### src/hdl/ocl_cfg_pkg.sv
package ocl_cfg_pkg;

   // --------------------------------------------------
   // Widths
   // --------------------------------------------------
   typedef logic [31:0] axil_addr_t;   // Byte address
   typedef logic [31:0] axil_data_t;
   typedef logic [3:0]  axil_strb_t;
   typedef logic [1:0]  axil_resp_t;
   typedef logic [16:0] tst_sel_t;     // Slot number, addr bits 24:8

   // Configuration bus, slave to target
   typedef struct packed {
      axil_addr_t addr;
      axil_data_t wdata;
      logic       wr;    // One-cycle write strobe
      logic       rd;    // One-cycle read strobe
   } cfg_req_t;

   // Configuration bus, target to slave
   typedef struct packed {
      logic       ack;   // Pulse, rdata valid with it
      axil_data_t rdata;
   } cfg_rsp_t;

   // --------------------------------------------------
   // AXI-Lite
   // --------------------------------------------------
   typedef struct packed {
      axil_addr_t awaddr;
      logic       awvalid;
      axil_data_t wdata;
      axil_strb_t wstrb;
      logic       wvalid;
      logic       bready;
      axil_addr_t araddr;
      logic       arvalid;
      logic       rready;
   } axil_req_t;

   typedef struct packed {
      logic       awready;
      logic       wready;
      logic       bvalid;
      axil_resp_t bresp;
      logic       arready;
      logic       rvalid;
      axil_data_t rdata;
      axil_resp_t rresp;
   } axil_rsp_t;

   typedef enum logic [2:0] {
      SLV_IDLE    = 3'd0,
      SLV_WR_ADDR = 3'd1,
      SLV_CYC     = 3'd2,
      SLV_RESP    = 3'd3
   } slv_state_t;

   localparam axil_data_t UNMAPPED_RDATA = 32'hdead_beef;   // Reads of empty slots

endpackage

### src/hdl/axil_in_fifo.sv
`timescale 1ns/1ps

module axil_in_fifo #(
   parameter int FIFO_DEPTH = 3
) (
   input  logic                   clk,
   input  logic                   sync_rst_n,
   input  ocl_cfg_pkg::axil_req_t host_req,
   output ocl_cfg_pkg::axil_rsp_t host_rsp,
   output ocl_cfg_pkg::axil_req_t slv_req,
   input  ocl_cfg_pkg::axil_rsp_t slv_rsp
);

   import ocl_cfg_pkg::*;

   localparam int NUM_CH = 3;
   localparam int CH_AW  = 0;
   localparam int CH_W   = 1;
   localparam int CH_AR  = 2;
   localparam int ADDR_W = $bits(axil_addr_t);
   localparam int DATA_W = $bits(axil_data_t);
   localparam int PAY_W  = DATA_W + $bits(axil_strb_t);   // Widest entry is W
   localparam int PTR_W  = (FIFO_DEPTH > 1) ? $clog2(FIFO_DEPTH) : 1;
   localparam int CNT_W  = $clog2(FIFO_DEPTH + 1);

   logic [PAY_W-1:0] mem [NUM_CH][FIFO_DEPTH];
   logic [PTR_W-1:0] wr_ptr [NUM_CH];
   logic [PTR_W-1:0] rd_ptr [NUM_CH];
   logic [CNT_W-1:0] cnt [NUM_CH];
   logic [CNT_W-1:0] cnt_nxt [NUM_CH];
   logic [PAY_W-1:0] in_pay [NUM_CH];
   logic [PAY_W-1:0] out_pay [NUM_CH];
   logic [NUM_CH-1:0] in_vld, out_vld, out_rdy;
   logic [NUM_CH-1:0] host_rdy;                      // Registered, from stored count only
   logic [NUM_CH-1:0] push, pop;

   function automatic logic [PTR_W-1:0] ptr_inc(input logic [PTR_W-1:0] p);
      return (p == PTR_W'(FIFO_DEPTH - 1)) ? '0 : p + 1'b1;
   endfunction

   // Channel mapping
   always_comb
   begin
      in_vld[CH_AW]  = host_req.awvalid;
      in_vld[CH_W]   = host_req.wvalid;
      in_vld[CH_AR]  = host_req.arvalid;
      in_pay[CH_AW]  = PAY_W'(host_req.awaddr);
      in_pay[CH_W]   = {host_req.wstrb, host_req.wdata};
      in_pay[CH_AR]  = PAY_W'(host_req.araddr);
      out_rdy[CH_AW] = slv_rsp.awready;
      out_rdy[CH_W]  = slv_rsp.wready;
      out_rdy[CH_AR] = slv_rsp.arready;
      for (int c = 0; c < NUM_CH; c++)
      begin
         out_vld[c] = (cnt[c] != '0);
         out_pay[c] = mem[c][rd_ptr[c]];           // Head entry
         push[c]    = in_vld[c] & host_rdy[c];
         pop[c]     = out_vld[c] & out_rdy[c];
         cnt_nxt[c] = cnt[c] + CNT_W'(push[c]) - CNT_W'(pop[c]);
      end
   end

   // --------------------------------------------------
   // Pointers and counts
   // --------------------------------------------------
   always_ff @(posedge clk)
   begin
      if (!sync_rst_n)
      begin
         wr_ptr   <= '{default: '0};
         rd_ptr   <= '{default: '0};
         cnt      <= '{default: '0};
         host_rdy <= '0;
      end
      else
      begin
         for (int c = 0; c < NUM_CH; c++)
         begin
            if (push[c])
               wr_ptr[c] <= ptr_inc(wr_ptr[c]);
            if (pop[c])
               rd_ptr[c] <= ptr_inc(rd_ptr[c]);
            cnt[c]      <= cnt_nxt[c];
            host_rdy[c] <= (cnt_nxt[c] < CNT_W'(FIFO_DEPTH));   // Room left
         end
      end
   end

   always_ff @(posedge clk)
   begin
      for (int c = 0; c < NUM_CH; c++)
         if (push[c])
            mem[c][wr_ptr[c]] <= in_pay[c];
   end

   // Slave side sees the heads, responses pass straight back
   always_comb
   begin
      slv_req         = host_req;                  // bready, rready
      slv_req.awvalid = out_vld[CH_AW];
      slv_req.awaddr  = out_pay[CH_AW][ADDR_W-1:0];
      slv_req.wvalid  = out_vld[CH_W];
      slv_req.wdata   = out_pay[CH_W][DATA_W-1:0];
      slv_req.wstrb   = out_pay[CH_W][PAY_W-1:DATA_W];
      slv_req.arvalid = out_vld[CH_AR];
      slv_req.araddr  = out_pay[CH_AR][ADDR_W-1:0];

      host_rsp         = slv_rsp;                  // B and R channels
      host_rsp.awready = host_rdy[CH_AW];
      host_rsp.wready  = host_rdy[CH_W];
      host_rsp.arready = host_rdy[CH_AR];
   end

endmodule

### src/hdl/tst_cfg_regs.sv
`timescale 1ns/1ps

module tst_cfg_regs #(
   parameter int ACK_DLY = 2
) (
   input  logic                  clk,
   input  logic                  sync_rst_n,
   input  ocl_cfg_pkg::cfg_req_t cfg_req,
   output ocl_cfg_pkg::cfg_rsp_t cfg_rsp
);

   import ocl_cfg_pkg::*;

   localparam int CNT_W = $clog2(ACK_DLY + 1);

   logic [1:0]       reg_idx;
   axil_data_t       regs [4];
   axil_data_t       rdata_q;
   logic [CNT_W-1:0] ack_cnt;   // Counts down to the ack

   assign reg_idx = cfg_req.addr[3:2];   // Other offset bits alias

   // --------------------------------------------------
   // Register file
   // --------------------------------------------------
   always_ff @(posedge clk)
   begin
      if (!sync_rst_n)
         regs <= '{default: '0};
      else if (cfg_req.wr)
         regs[reg_idx] <= cfg_req.wdata;
   end

   always_ff @(posedge clk)
   begin
      if (cfg_req.rd)
         rdata_q <= regs[reg_idx];
   end

   // Ack delay
   always_ff @(posedge clk)
   begin
      if (!sync_rst_n)
         ack_cnt <= '0;
      else if (cfg_req.wr || cfg_req.rd)
         ack_cnt <= CNT_W'(ACK_DLY);
      else if (ack_cnt != '0)
         ack_cnt <= ack_cnt - 1'b1;
   end

   assign cfg_rsp.ack   = (ack_cnt == CNT_W'(1));   // ACK_DLY cycles after strobe
   assign cfg_rsp.rdata = rdata_q;

endmodule

### src/hdl/ocl_cfg_slv.sv
`timescale 1ns/1ps

module ocl_cfg_slv #(
   parameter int NUM_TST = 6
) (
   input  logic                   clk,
   input  logic                   sync_rst_n,
   input  ocl_cfg_pkg::axil_req_t axil_req,
   output ocl_cfg_pkg::axil_rsp_t axil_rsp,
   output ocl_cfg_pkg::cfg_req_t  cfg_req [NUM_TST],
   input  ocl_cfg_pkg::cfg_rsp_t  cfg_rsp [NUM_TST]
);

   import ocl_cfg_pkg::*;

   slv_state_t slv_state, slv_state_nxt;

   logic         slv_cyc_wr;        // Latched winner, write when set
   axil_addr_t   slv_wr_addr;
   axil_addr_t   slv_rd_addr;
   axil_addr_t   slv_mx_addr;
   tst_sel_t     slv_sel;
   logic         slv_slot_hit;      // Slot has a target behind it
   logic         slv_mx_req_valid;
   logic         slv_mx_rsp_ready;
   logic         slv_did_req;       // One strobe per access
   logic         slv_cyc_go;
   logic         slv_cyc_done;
   logic         sel_ack;
   axil_data_t   sel_rdata;
   axil_data_t   slv_rdata;
   axil_addr_t   cfg_addr_q;
   axil_data_t   cfg_wdata_q;
   logic [NUM_TST-1:0] tst_wr, tst_rd;
   logic         aw_rdy_q, w_rdy_q, ar_rdy_q;

   assign slv_mx_req_valid = slv_cyc_wr ? axil_req.wvalid : 1'b1;   // Write waits for W
   assign slv_mx_rsp_ready = slv_cyc_wr ? axil_req.bready : axil_req.rready;

   // Both heads captured in IDLE, winner picks one
   always_ff @(posedge clk)
   begin
      if ((slv_state == SLV_IDLE) && (axil_req.awvalid || axil_req.arvalid))
      begin
         slv_wr_addr <= axil_req.awaddr;
         slv_rd_addr <= axil_req.araddr;
      end
   end

   always_ff @(posedge clk)
   begin
      if (!sync_rst_n)
         slv_cyc_wr <= 1'b0;
      else if (slv_state == SLV_IDLE)
         slv_cyc_wr <= axil_req.awvalid;   // Writes first
   end

   assign slv_mx_addr  = slv_cyc_wr ? slv_wr_addr : slv_rd_addr;
   assign slv_sel      = slv_mx_addr[24:8];   // 256B slots
   assign slv_slot_hit = (slv_sel < tst_sel_t'(NUM_TST));

   // Ack and data of the selected target
   always_comb
   begin
      sel_ack   = 1'b0;
      sel_rdata = UNMAPPED_RDATA;
      for (int i = 0; i < NUM_TST; i++)
      begin
         if (slv_sel == tst_sel_t'(i))
         begin
            sel_ack   = cfg_rsp[i].ack;
            sel_rdata = cfg_rsp[i].rdata;
         end
      end
   end

   assign slv_cyc_done = slv_slot_hit ? sel_ack : slv_mx_req_valid;

   // --------------------------------------------------
   // State machine
   // --------------------------------------------------
   always_comb
   begin
      slv_state_nxt = slv_state;
      case (slv_state)
         SLV_IDLE:
         begin
            if (axil_req.awvalid)
               slv_state_nxt = SLV_WR_ADDR;
            else if (axil_req.arvalid)
               slv_state_nxt = SLV_CYC;
         end
         SLV_WR_ADDR: slv_state_nxt = SLV_CYC;
         SLV_CYC:
         begin
            if (slv_cyc_done)
               slv_state_nxt = SLV_RESP;
         end
         SLV_RESP:
         begin
            if (slv_mx_rsp_ready)
               slv_state_nxt = SLV_IDLE;
         end
         default: slv_state_nxt = SLV_IDLE;
      endcase
   end

   always_ff @(posedge clk)
   begin
      if (!sync_rst_n)
         slv_state <= SLV_IDLE;
      else
         slv_state <= slv_state_nxt;
   end

   // --------------------------------------------------
   // Configuration bus strobes
   // --------------------------------------------------
   assign slv_cyc_go = (slv_state == SLV_CYC) && slv_mx_req_valid && !slv_did_req;

   always_ff @(posedge clk)
   begin
      if (!sync_rst_n)
      begin
         slv_did_req <= 1'b0;
         tst_wr      <= '0;
         tst_rd      <= '0;
      end
      else
      begin
         if (slv_state == SLV_IDLE)
            slv_did_req <= 1'b0;
         else if (slv_cyc_go)
            slv_did_req <= 1'b1;
         for (int i = 0; i < NUM_TST; i++)
         begin
            tst_wr[i] <= slv_cyc_go && slv_cyc_wr && (slv_sel == tst_sel_t'(i));
            tst_rd[i] <= slv_cyc_go && !slv_cyc_wr && (slv_sel == tst_sel_t'(i));
         end
      end
   end

   always_ff @(posedge clk)
   begin
      if (slv_cyc_go)
      begin
         cfg_addr_q  <= slv_mx_addr;
         cfg_wdata_q <= axil_req.wdata;
      end
   end

   always_comb
   begin
      for (int i = 0; i < NUM_TST; i++)
      begin
         cfg_req[i].addr  = cfg_addr_q;
         cfg_req[i].wdata = cfg_wdata_q;
         cfg_req[i].wr    = tst_wr[i];
         cfg_req[i].rd    = tst_rd[i];
      end
   end

   // Read data held through RESP
   always_ff @(posedge clk)
   begin
      if ((slv_state == SLV_CYC) && slv_cyc_done)
         slv_rdata <= sel_rdata;
   end

   // Pops of the request heads
   always_ff @(posedge clk)
   begin
      if (!sync_rst_n)
      begin
         aw_rdy_q <= 1'b0;
         w_rdy_q  <= 1'b0;
         ar_rdy_q <= 1'b0;
      end
      else
      begin
         aw_rdy_q <= (slv_state_nxt == SLV_WR_ADDR);
         w_rdy_q  <= (slv_state == SLV_CYC) && (slv_state_nxt == SLV_RESP) && slv_cyc_wr;
         ar_rdy_q <= (slv_state == SLV_CYC) && (slv_state_nxt == SLV_RESP) && !slv_cyc_wr;
      end
   end

   always_comb
   begin
      axil_rsp.awready = aw_rdy_q;
      axil_rsp.wready  = w_rdy_q;
      axil_rsp.arready = ar_rdy_q;
      axil_rsp.bvalid  = (slv_state == SLV_RESP) && slv_cyc_wr;
      axil_rsp.bresp   = '0;   // OKAY
      axil_rsp.rvalid  = (slv_state == SLV_RESP) && !slv_cyc_wr;
      axil_rsp.rdata   = slv_rdata;
      axil_rsp.rresp   = '0;
   end

endmodule

### src/hdl/ocl_cfg_top.sv
`timescale 1ns/1ps

module ocl_cfg_top #(
   parameter int NUM_TST    = 6,
   parameter int FIFO_DEPTH = 3,
   parameter int ACK_DLY    = 2
) (
   input  logic                   clk,
   input  logic                   sync_rst_n,
   input  ocl_cfg_pkg::axil_req_t host_req,
   output ocl_cfg_pkg::axil_rsp_t host_rsp
);

   import ocl_cfg_pkg::*;

   axil_req_t slv_req;             // FIFO heads toward the slave
   axil_rsp_t slv_rsp;
   cfg_req_t  cfg_req [NUM_TST];
   cfg_rsp_t  cfg_rsp [NUM_TST];

   // --------------------------------------------------
   // Host request FIFO
   // --------------------------------------------------
   axil_in_fifo #(
      .FIFO_DEPTH (FIFO_DEPTH)
   ) u_in_fifo (
      .clk        (clk),
      .sync_rst_n (sync_rst_n),
      .host_req   (host_req),
      .host_rsp   (host_rsp),
      .slv_req    (slv_req),
      .slv_rsp    (slv_rsp)
   );

   ocl_cfg_slv #(
      .NUM_TST (NUM_TST)
   ) u_slv (
      .clk        (clk),
      .sync_rst_n (sync_rst_n),
      .axil_req   (slv_req),
      .axil_rsp   (slv_rsp),
      .cfg_req    (cfg_req),
      .cfg_rsp    (cfg_rsp)
   );

   // One test block per implemented slot
   for (genvar g = 0; g < NUM_TST; g++)
   begin : g_tst
      tst_cfg_regs #(
         .ACK_DLY (ACK_DLY)
      ) u_tst (
         .clk        (clk),
         .sync_rst_n (sync_rst_n),
         .cfg_req    (cfg_req[g]),
         .cfg_rsp    (cfg_rsp[g])
      );
   end

endmodule

### config.mk
export PLATFORM = sky130hd
export DESIGN_NAME = ocl_cfg_top
export DESIGN_NICKNAME = d
export VERILOG_FILES = /design/src/hdl/ocl_cfg_pkg.sv /design/src/hdl/axil_in_fifo.sv /design/src/hdl/tst_cfg_regs.sv /design/src/hdl/ocl_cfg_slv.sv /design/src/hdl/ocl_cfg_top.sv
export SDC_FILE = /design/constraint.sdc
export NUM_CORES = 2
export LEC_CHECK = 0
export ABC_AREA = 1
export BUFFER_PORTS_ARGS = -buffer_cell sky130_fd_sc_hd__buf_2
export CAP_MARGIN = 20
export CORE_ASPECT_RATIO = 0.7
export CORE_UTILIZATION = 40
export CTS_CLUSTER_SIZE = 24
export DETAILED_ROUTE_END_ITERATION = 10
export HOLD_SLACK_MARGIN = 0.02
export PLACE_DENSITY_LB_ADDON = 0.15
export SETUP_SLACK_MARGIN = 0.1
export SLEW_MARGIN = 5
export SYNTH_ARGS = -nofsm -noshare
export SYNTH_HDL_FRONTEND = slang
export SYNTH_SLANG_ARGS = --single-unit
### constraint.sdc
create_clock -name clk -period 11.6 [get_ports clk]
set_clock_uncertainty 0.2 [all_clocks]
set_input_delay 2.32 -clock clk [delete_from_list [all_inputs] [get_ports clk]]
set_output_delay 2.32 -clock clk [all_outputs]
set_load 0.05 [all_outputs]
; Word level (Yosys, flattened, before mapping)
; Memories as Yosys holds them, arrays and structs flattened.
; Index checks and enable logic that the tools add are counted.
[word_totals]
n_memories = 1
output_inout_bits = 41
inputBits = 107
mem_bits_rw = 324
regBits = 1131
mem_bits_ro = 0
latch_bits = 0
[memory_table]
columns = name, words, word_bits, rd, rd_clocked_by_memory_dff, write_ports, line_no
row1 = u_in_fifo.mem, 3, 108, 3, 0, 3, axil_in_fifo.sv:26  ; logic [PAY_W-1:0] mem [NUM_CH][FIFO_DEPTH];
[classes]
add_sub_neg = 18
n_mul = 0
bitwise = 14
magnitude_cmp = 15
n_div = 0
n_shift = 0
n_mux = 86
n_eq_ne = 22
n_reduce_logical = 60
[ops]
columns = operator, n
row1 = 128-bit bitwise mux, 6
row2 = 32-bit 2-to-1 mux, 21
row3 = 32-bit binary-select mux with 2-bit select, 6
row4 = 108-bit 2-to-1 mux, 3
row5 = 36-bit binary-select mux with 2-bit select, 3
row6 = 36-bit demux with 2-bit select, 3
row7 = 25-bit 2-to-1 mux, 5
row8 = 36-bit 2-to-1 mux, 3
row9 = 32-bit demux with 2-bit select, 1
row10 = 2-bit 2-to-1 mux, 18
row11 = 17-bit by 2-bit equality test with 1-bit output (second input constant), 2
row12 = 17-bit by 3-bit equality test with 1-bit output (second input constant), 2
row13 = 2-bit nonzero test, 15
row14 = 1-bit logical AND, 27
row15 = 3-bit greater-or-equal comparator (second input constant), 7
row16 = 2-bit NOT with 3-bit output, 7
row17 = 17-bit by 1-bit equality test with 1-bit output (second input constant), 1
row18 = 17-bit zero test, 1
row19 = 17-bit by 3-bit < comparator with 1-bit output (second input constant), 1
row20 = 2-bit OR reduction, 7
row21 = 2-bit by 1-bit adder with 2-bit output (second input constant), 6
row22 = 2-bit by 1-bit equality test with 1-bit output (second input constant), 6
row23 = 2-bit equality test (second input constant), 6
row24 = 3-bit by 1-bit < comparator with 1-bit output (second input constant), 4
row25 = other kinds (14), 54

; Logic depth before layout (Yosys ltp)
[logic_depth]
ltp_word = 14
depth_mapped = 16

; By module
; A second synthesis with hierarchy kept.
[hier_totals]
hier_cells = 8224
hier_area_um2 = 66416.2
[modules_own_cells]
columns = module, n_inst, area_per_inst_um2, cells_per_inst
row1 = tst_cfg_regs, 6, 7340.8, 1048
row2 = axil_in_fifo, 1, 12110.4, 916
row3 = ocl_cfg_slv, 1, 10261.1, 1020

; Worst setup path after synthesis
; OpenSTA, ideal clock, no wires.
[synth_timing]
kind = in2reg
startpoint = input host_req[35] (netlist bit)
endpoint = memory u_in_fifo.mem[0][180] (netlist bit), enable pin
cell_stages = 2
arrival_time_ps = 4723
setup_slack_ps = 6213
cell_sequence = nand2_1 nor3_1
[synth_lines]
columns = item, line_no
row1 = "start, declared", ocl_cfg_top.sv:10  ; input ocl_cfg_pkg::axil_req_t host_req,
row2 = "end, declared", axil_in_fifo.sv:26

==> flow_summary.yaml <==
synthesis:
  syn_inst: 5396
  synth_edf_count: 506
  async_flop_share_pct: 0
  syn_area_mm2: 0.0510
  yosysMostFrequentCell: "dfxtp_1"
  ys_ff_latch: 1327
  synth_seq_area_share_pct: 62.0
  ys_warn_count: 0
  synth_area_leaders: "dfxtp_1 (32%), edfxtp_1 (30%), o21ai_0 (6.2%)"
  synth_top_area_share_pct: 32.2
  synth_cell_types: 41
  yosysTopAreaCell: "dfxtp_1"
  syn_avg_cell_area_um2: 9.45
  synth_top_cells_by_count: "dfxtp_1 (821), o21ai_0 (628), a21oi_1 (610)"
  ys.flop_type: "dfxtp_1"
floorplanning:
  start_util_pct: 40.4
  die_area_mm2: 0.129
  die_h_um: 301
  rows: 109
  core_area_mm2: 0.126
  io_pins: 148
  die_width_um: 429
finish:
  drive_above_1_share_pct: 8.81
  area_growth_pct: 12.2
  fin_util_pct: 45.3
  fin_nets: 5393
  nFillCells: 12100
  postLayoutCellArea_mm2: 0.0572
setup_path:
  worstSetupEndpointType: "output pin"
  slowest_delay_ns: 0.46
  cp_num_cells: 4
  path_delay_family: "buffers and inverters"
  reg2reg_slack_ns: 7.14
  path_cells: "buf_4 -> inv_2 -> nor2_1 -> buf_2"
  worst_ep_required_time_ns: 9.08
  crit_arrival_ns: 2.20
  startpoint_type: "flop"
  critPathBufInv: 3
  crit_type: "reg -> out"
  r2r_cells: 14
  critPathMaxFanout: 20
  worst_path_max_delay_cell: "dfxtp_1"
clock_tree:
  insertion_delay_ns: 0.76
  cts_htree_levels: 4
  cts_resized: 0
  clock-root-buffer: "clkbuf_16"
  cts_sinks: 1327
  numCtsBuffers: 131
  cts_setup_buffers: 0
  clkSlewWorstSetupHoldPaths_ns: 0.06
  cts_tree: "done"
  cts_hold_buffers: 0
  clockBufferDepth: 3
sta:
  setup_viol_count_final: 0
  max_freq_ghz: 0.212
  min_period_ns: 4.72
  rsz0062_at_grt: "false"
  slew_violations: 0
  worstMarginPinSlew_ns: 1.14
  finalHoldViolations: 0
  relSlewSlack_pct: 24.0
  setup_tns_ns: 0
  period_share_pct: 40.7
worst_hold_path:
  min_path_cells: 1
  hold_path_class: "reg -> reg"
pwr:
  ir_drop_v: 0.000114
  power_density_mw_per_mm2: 166
  leakagePower_nw: 20.1
placement:
  dpl-instance-area_mm2: 0.0528
  portBuffers: 113
  gp_congestion: 0.767
  dpl.hpwl_um: 85000
routing:
  drc: 0
  dr.pass1.iters: 6
  wl_per_cell_um: 21.6
  vias: 38300
  routed_wl_um: 152000
  vias_per_cell: 5.42
  ant_nets: 0
  drt_iter0_markers: 3988
run:
  cap_viol_max_count: 0
run_status:
  outcome: "finished clean"
grt:
  grt_first_pass_wirelength_um: 228000
  grt_max_degree: 195
  grt_antenna_before_repair: 1
  first_global_vias: 35600
  overflow: 0
  grtUsageTotal_pct: 23.2
[routing by layer]
layer	part of all wire [%]	track usage (%)	wire [um]	up-vias
met4	2.4	7.28	3630	0
met2	43	34.6	65300	1208
met1	48	34.5	73800	18500
met3	6.4	3.34	9820	207
met5	0	0	0	-
li1	-	-	-	18400
[report_power, final]
| group | internal [mW] | leakage (nW) | switching [mW] |
|---|---|---|---|
| clock network | 2.49 | 2.11 | 1.85 |
| logic | 0.0565 | 6.29 | 0.186 |
| registers | 4.86 | 11.7 | 0.0253 |
[stage by stage]
stage          hold slack [ns]  cells  power (mW)  setup WS, ns
3_5_place_dp             0.215   6808        5.23          7.00
4_1_cts                  0.229   7051        9.54          6.82
6_report                 0.224   7057        9.47          6.88
2_1_floorplan            0.197   5400        5.13          6.21
5_1_grt                  0.242   7055        9.75          6.78
3_3_place_gp             0.205   6807        5.23          7.03
[layout by cell type (no fill, tap or decap), drive strengths merged]
cell | netlist | layout
o21ai | 634 | 634
mux2i | 2 | 2
nand4 | 3 | 3
nand3 | 289 | 289
nand2 | 557 | 557
a21oi | 610 | 610
nor4 | 14 | 14
dfxtp | 821 | 821
xnor2 | 3 | 3
a22oi | 192 | 192
nand3b | 3 | 3
nor3 | 24 | 24
edfxtp | 506 | 506
clkbuf | 421 | 201
o221ai | 192 | 192
conb | 1 | 5
bufinv | 0 | 9
xor2 | 3 | 3
ha | 6 | 6
o2111ai | 1 | 1
or2 | 1 | 1
diode | 0 | 2
o211ai | 10 | 10
inv | 486 | 495
clkinv | 0 | 24
o31ai | 3 | 3
o22ai | 17 | 17
nor2 | 562 | 562
buf | 35 | 203
[state kept, by name (all words and copies together) (netlist names), 12 cells and up]
name,count
g_tst.u_tst.rdata_q,192
g_tst.u_tst.ack_cnt,12
u_in_fifo.mem,210
u_slv.cfg_wdata_q,32
u_slv.slv_rdata,32
g_tst.u_tst.regs,768
u_slv.slv_wr_addr,19
u_slv.slv_rd_addr,19
[path summary, 6_finish.rpt]
check	from	endpoint
max	u_slv.slv_cyc_wr$_SDFFE_PN0P_	host_rsp[38]
min	g_tst[2].u_tst.ack_cnt[0]$_SDFFE_PP0P_	g_tst[2].u_tst.ack_cnt[0]$_SDFFE_PP0P_
max reg2reg	u_slv.slv_cyc_wr$_SDFFE_PN0P_	u_slv.slv_rdata[7]$_DFFE_PP_
min reg2reg	g_tst[2].u_tst.ack_cnt[0]$_SDFFE_PP0P_	g_tst[2].u_tst.ack_cnt[0]$_SDFFE_PP0P_
[final cells by class]
class,instances,area (um^2),area share [%]
repair buffers,203,1380,2.41
well taps,1665,2080,3.64
flip-flops and latches,1327,31600,55.3
multi-input cells,3131,15900,27.8
clock buffers,201,3830,6.70
inverters,486,1840,3.22
diodes,2,5.00,0.00875
clock inverters,42,492,0.860
[logic make-up after synthesis]
| group | Yosys count | share of synthesized area (%) |
|---|---|---|
| and+or+nand+nor | 1453 | 11.8 |
| adders and majority gates | 6 | 0.147 |
| AOI/OAI and AO/OA | 1659 | 18.8 |
| DFF | 1327 | 62.0 |
| buffers and inverters | 942 | 7.08 |
| other | 1 | 0.00736 |
| xor gates and xnor gates | 6 | 0.103 |
| muxes | 2 | 0.0393 |
Power figures use the tool's default switching activity.
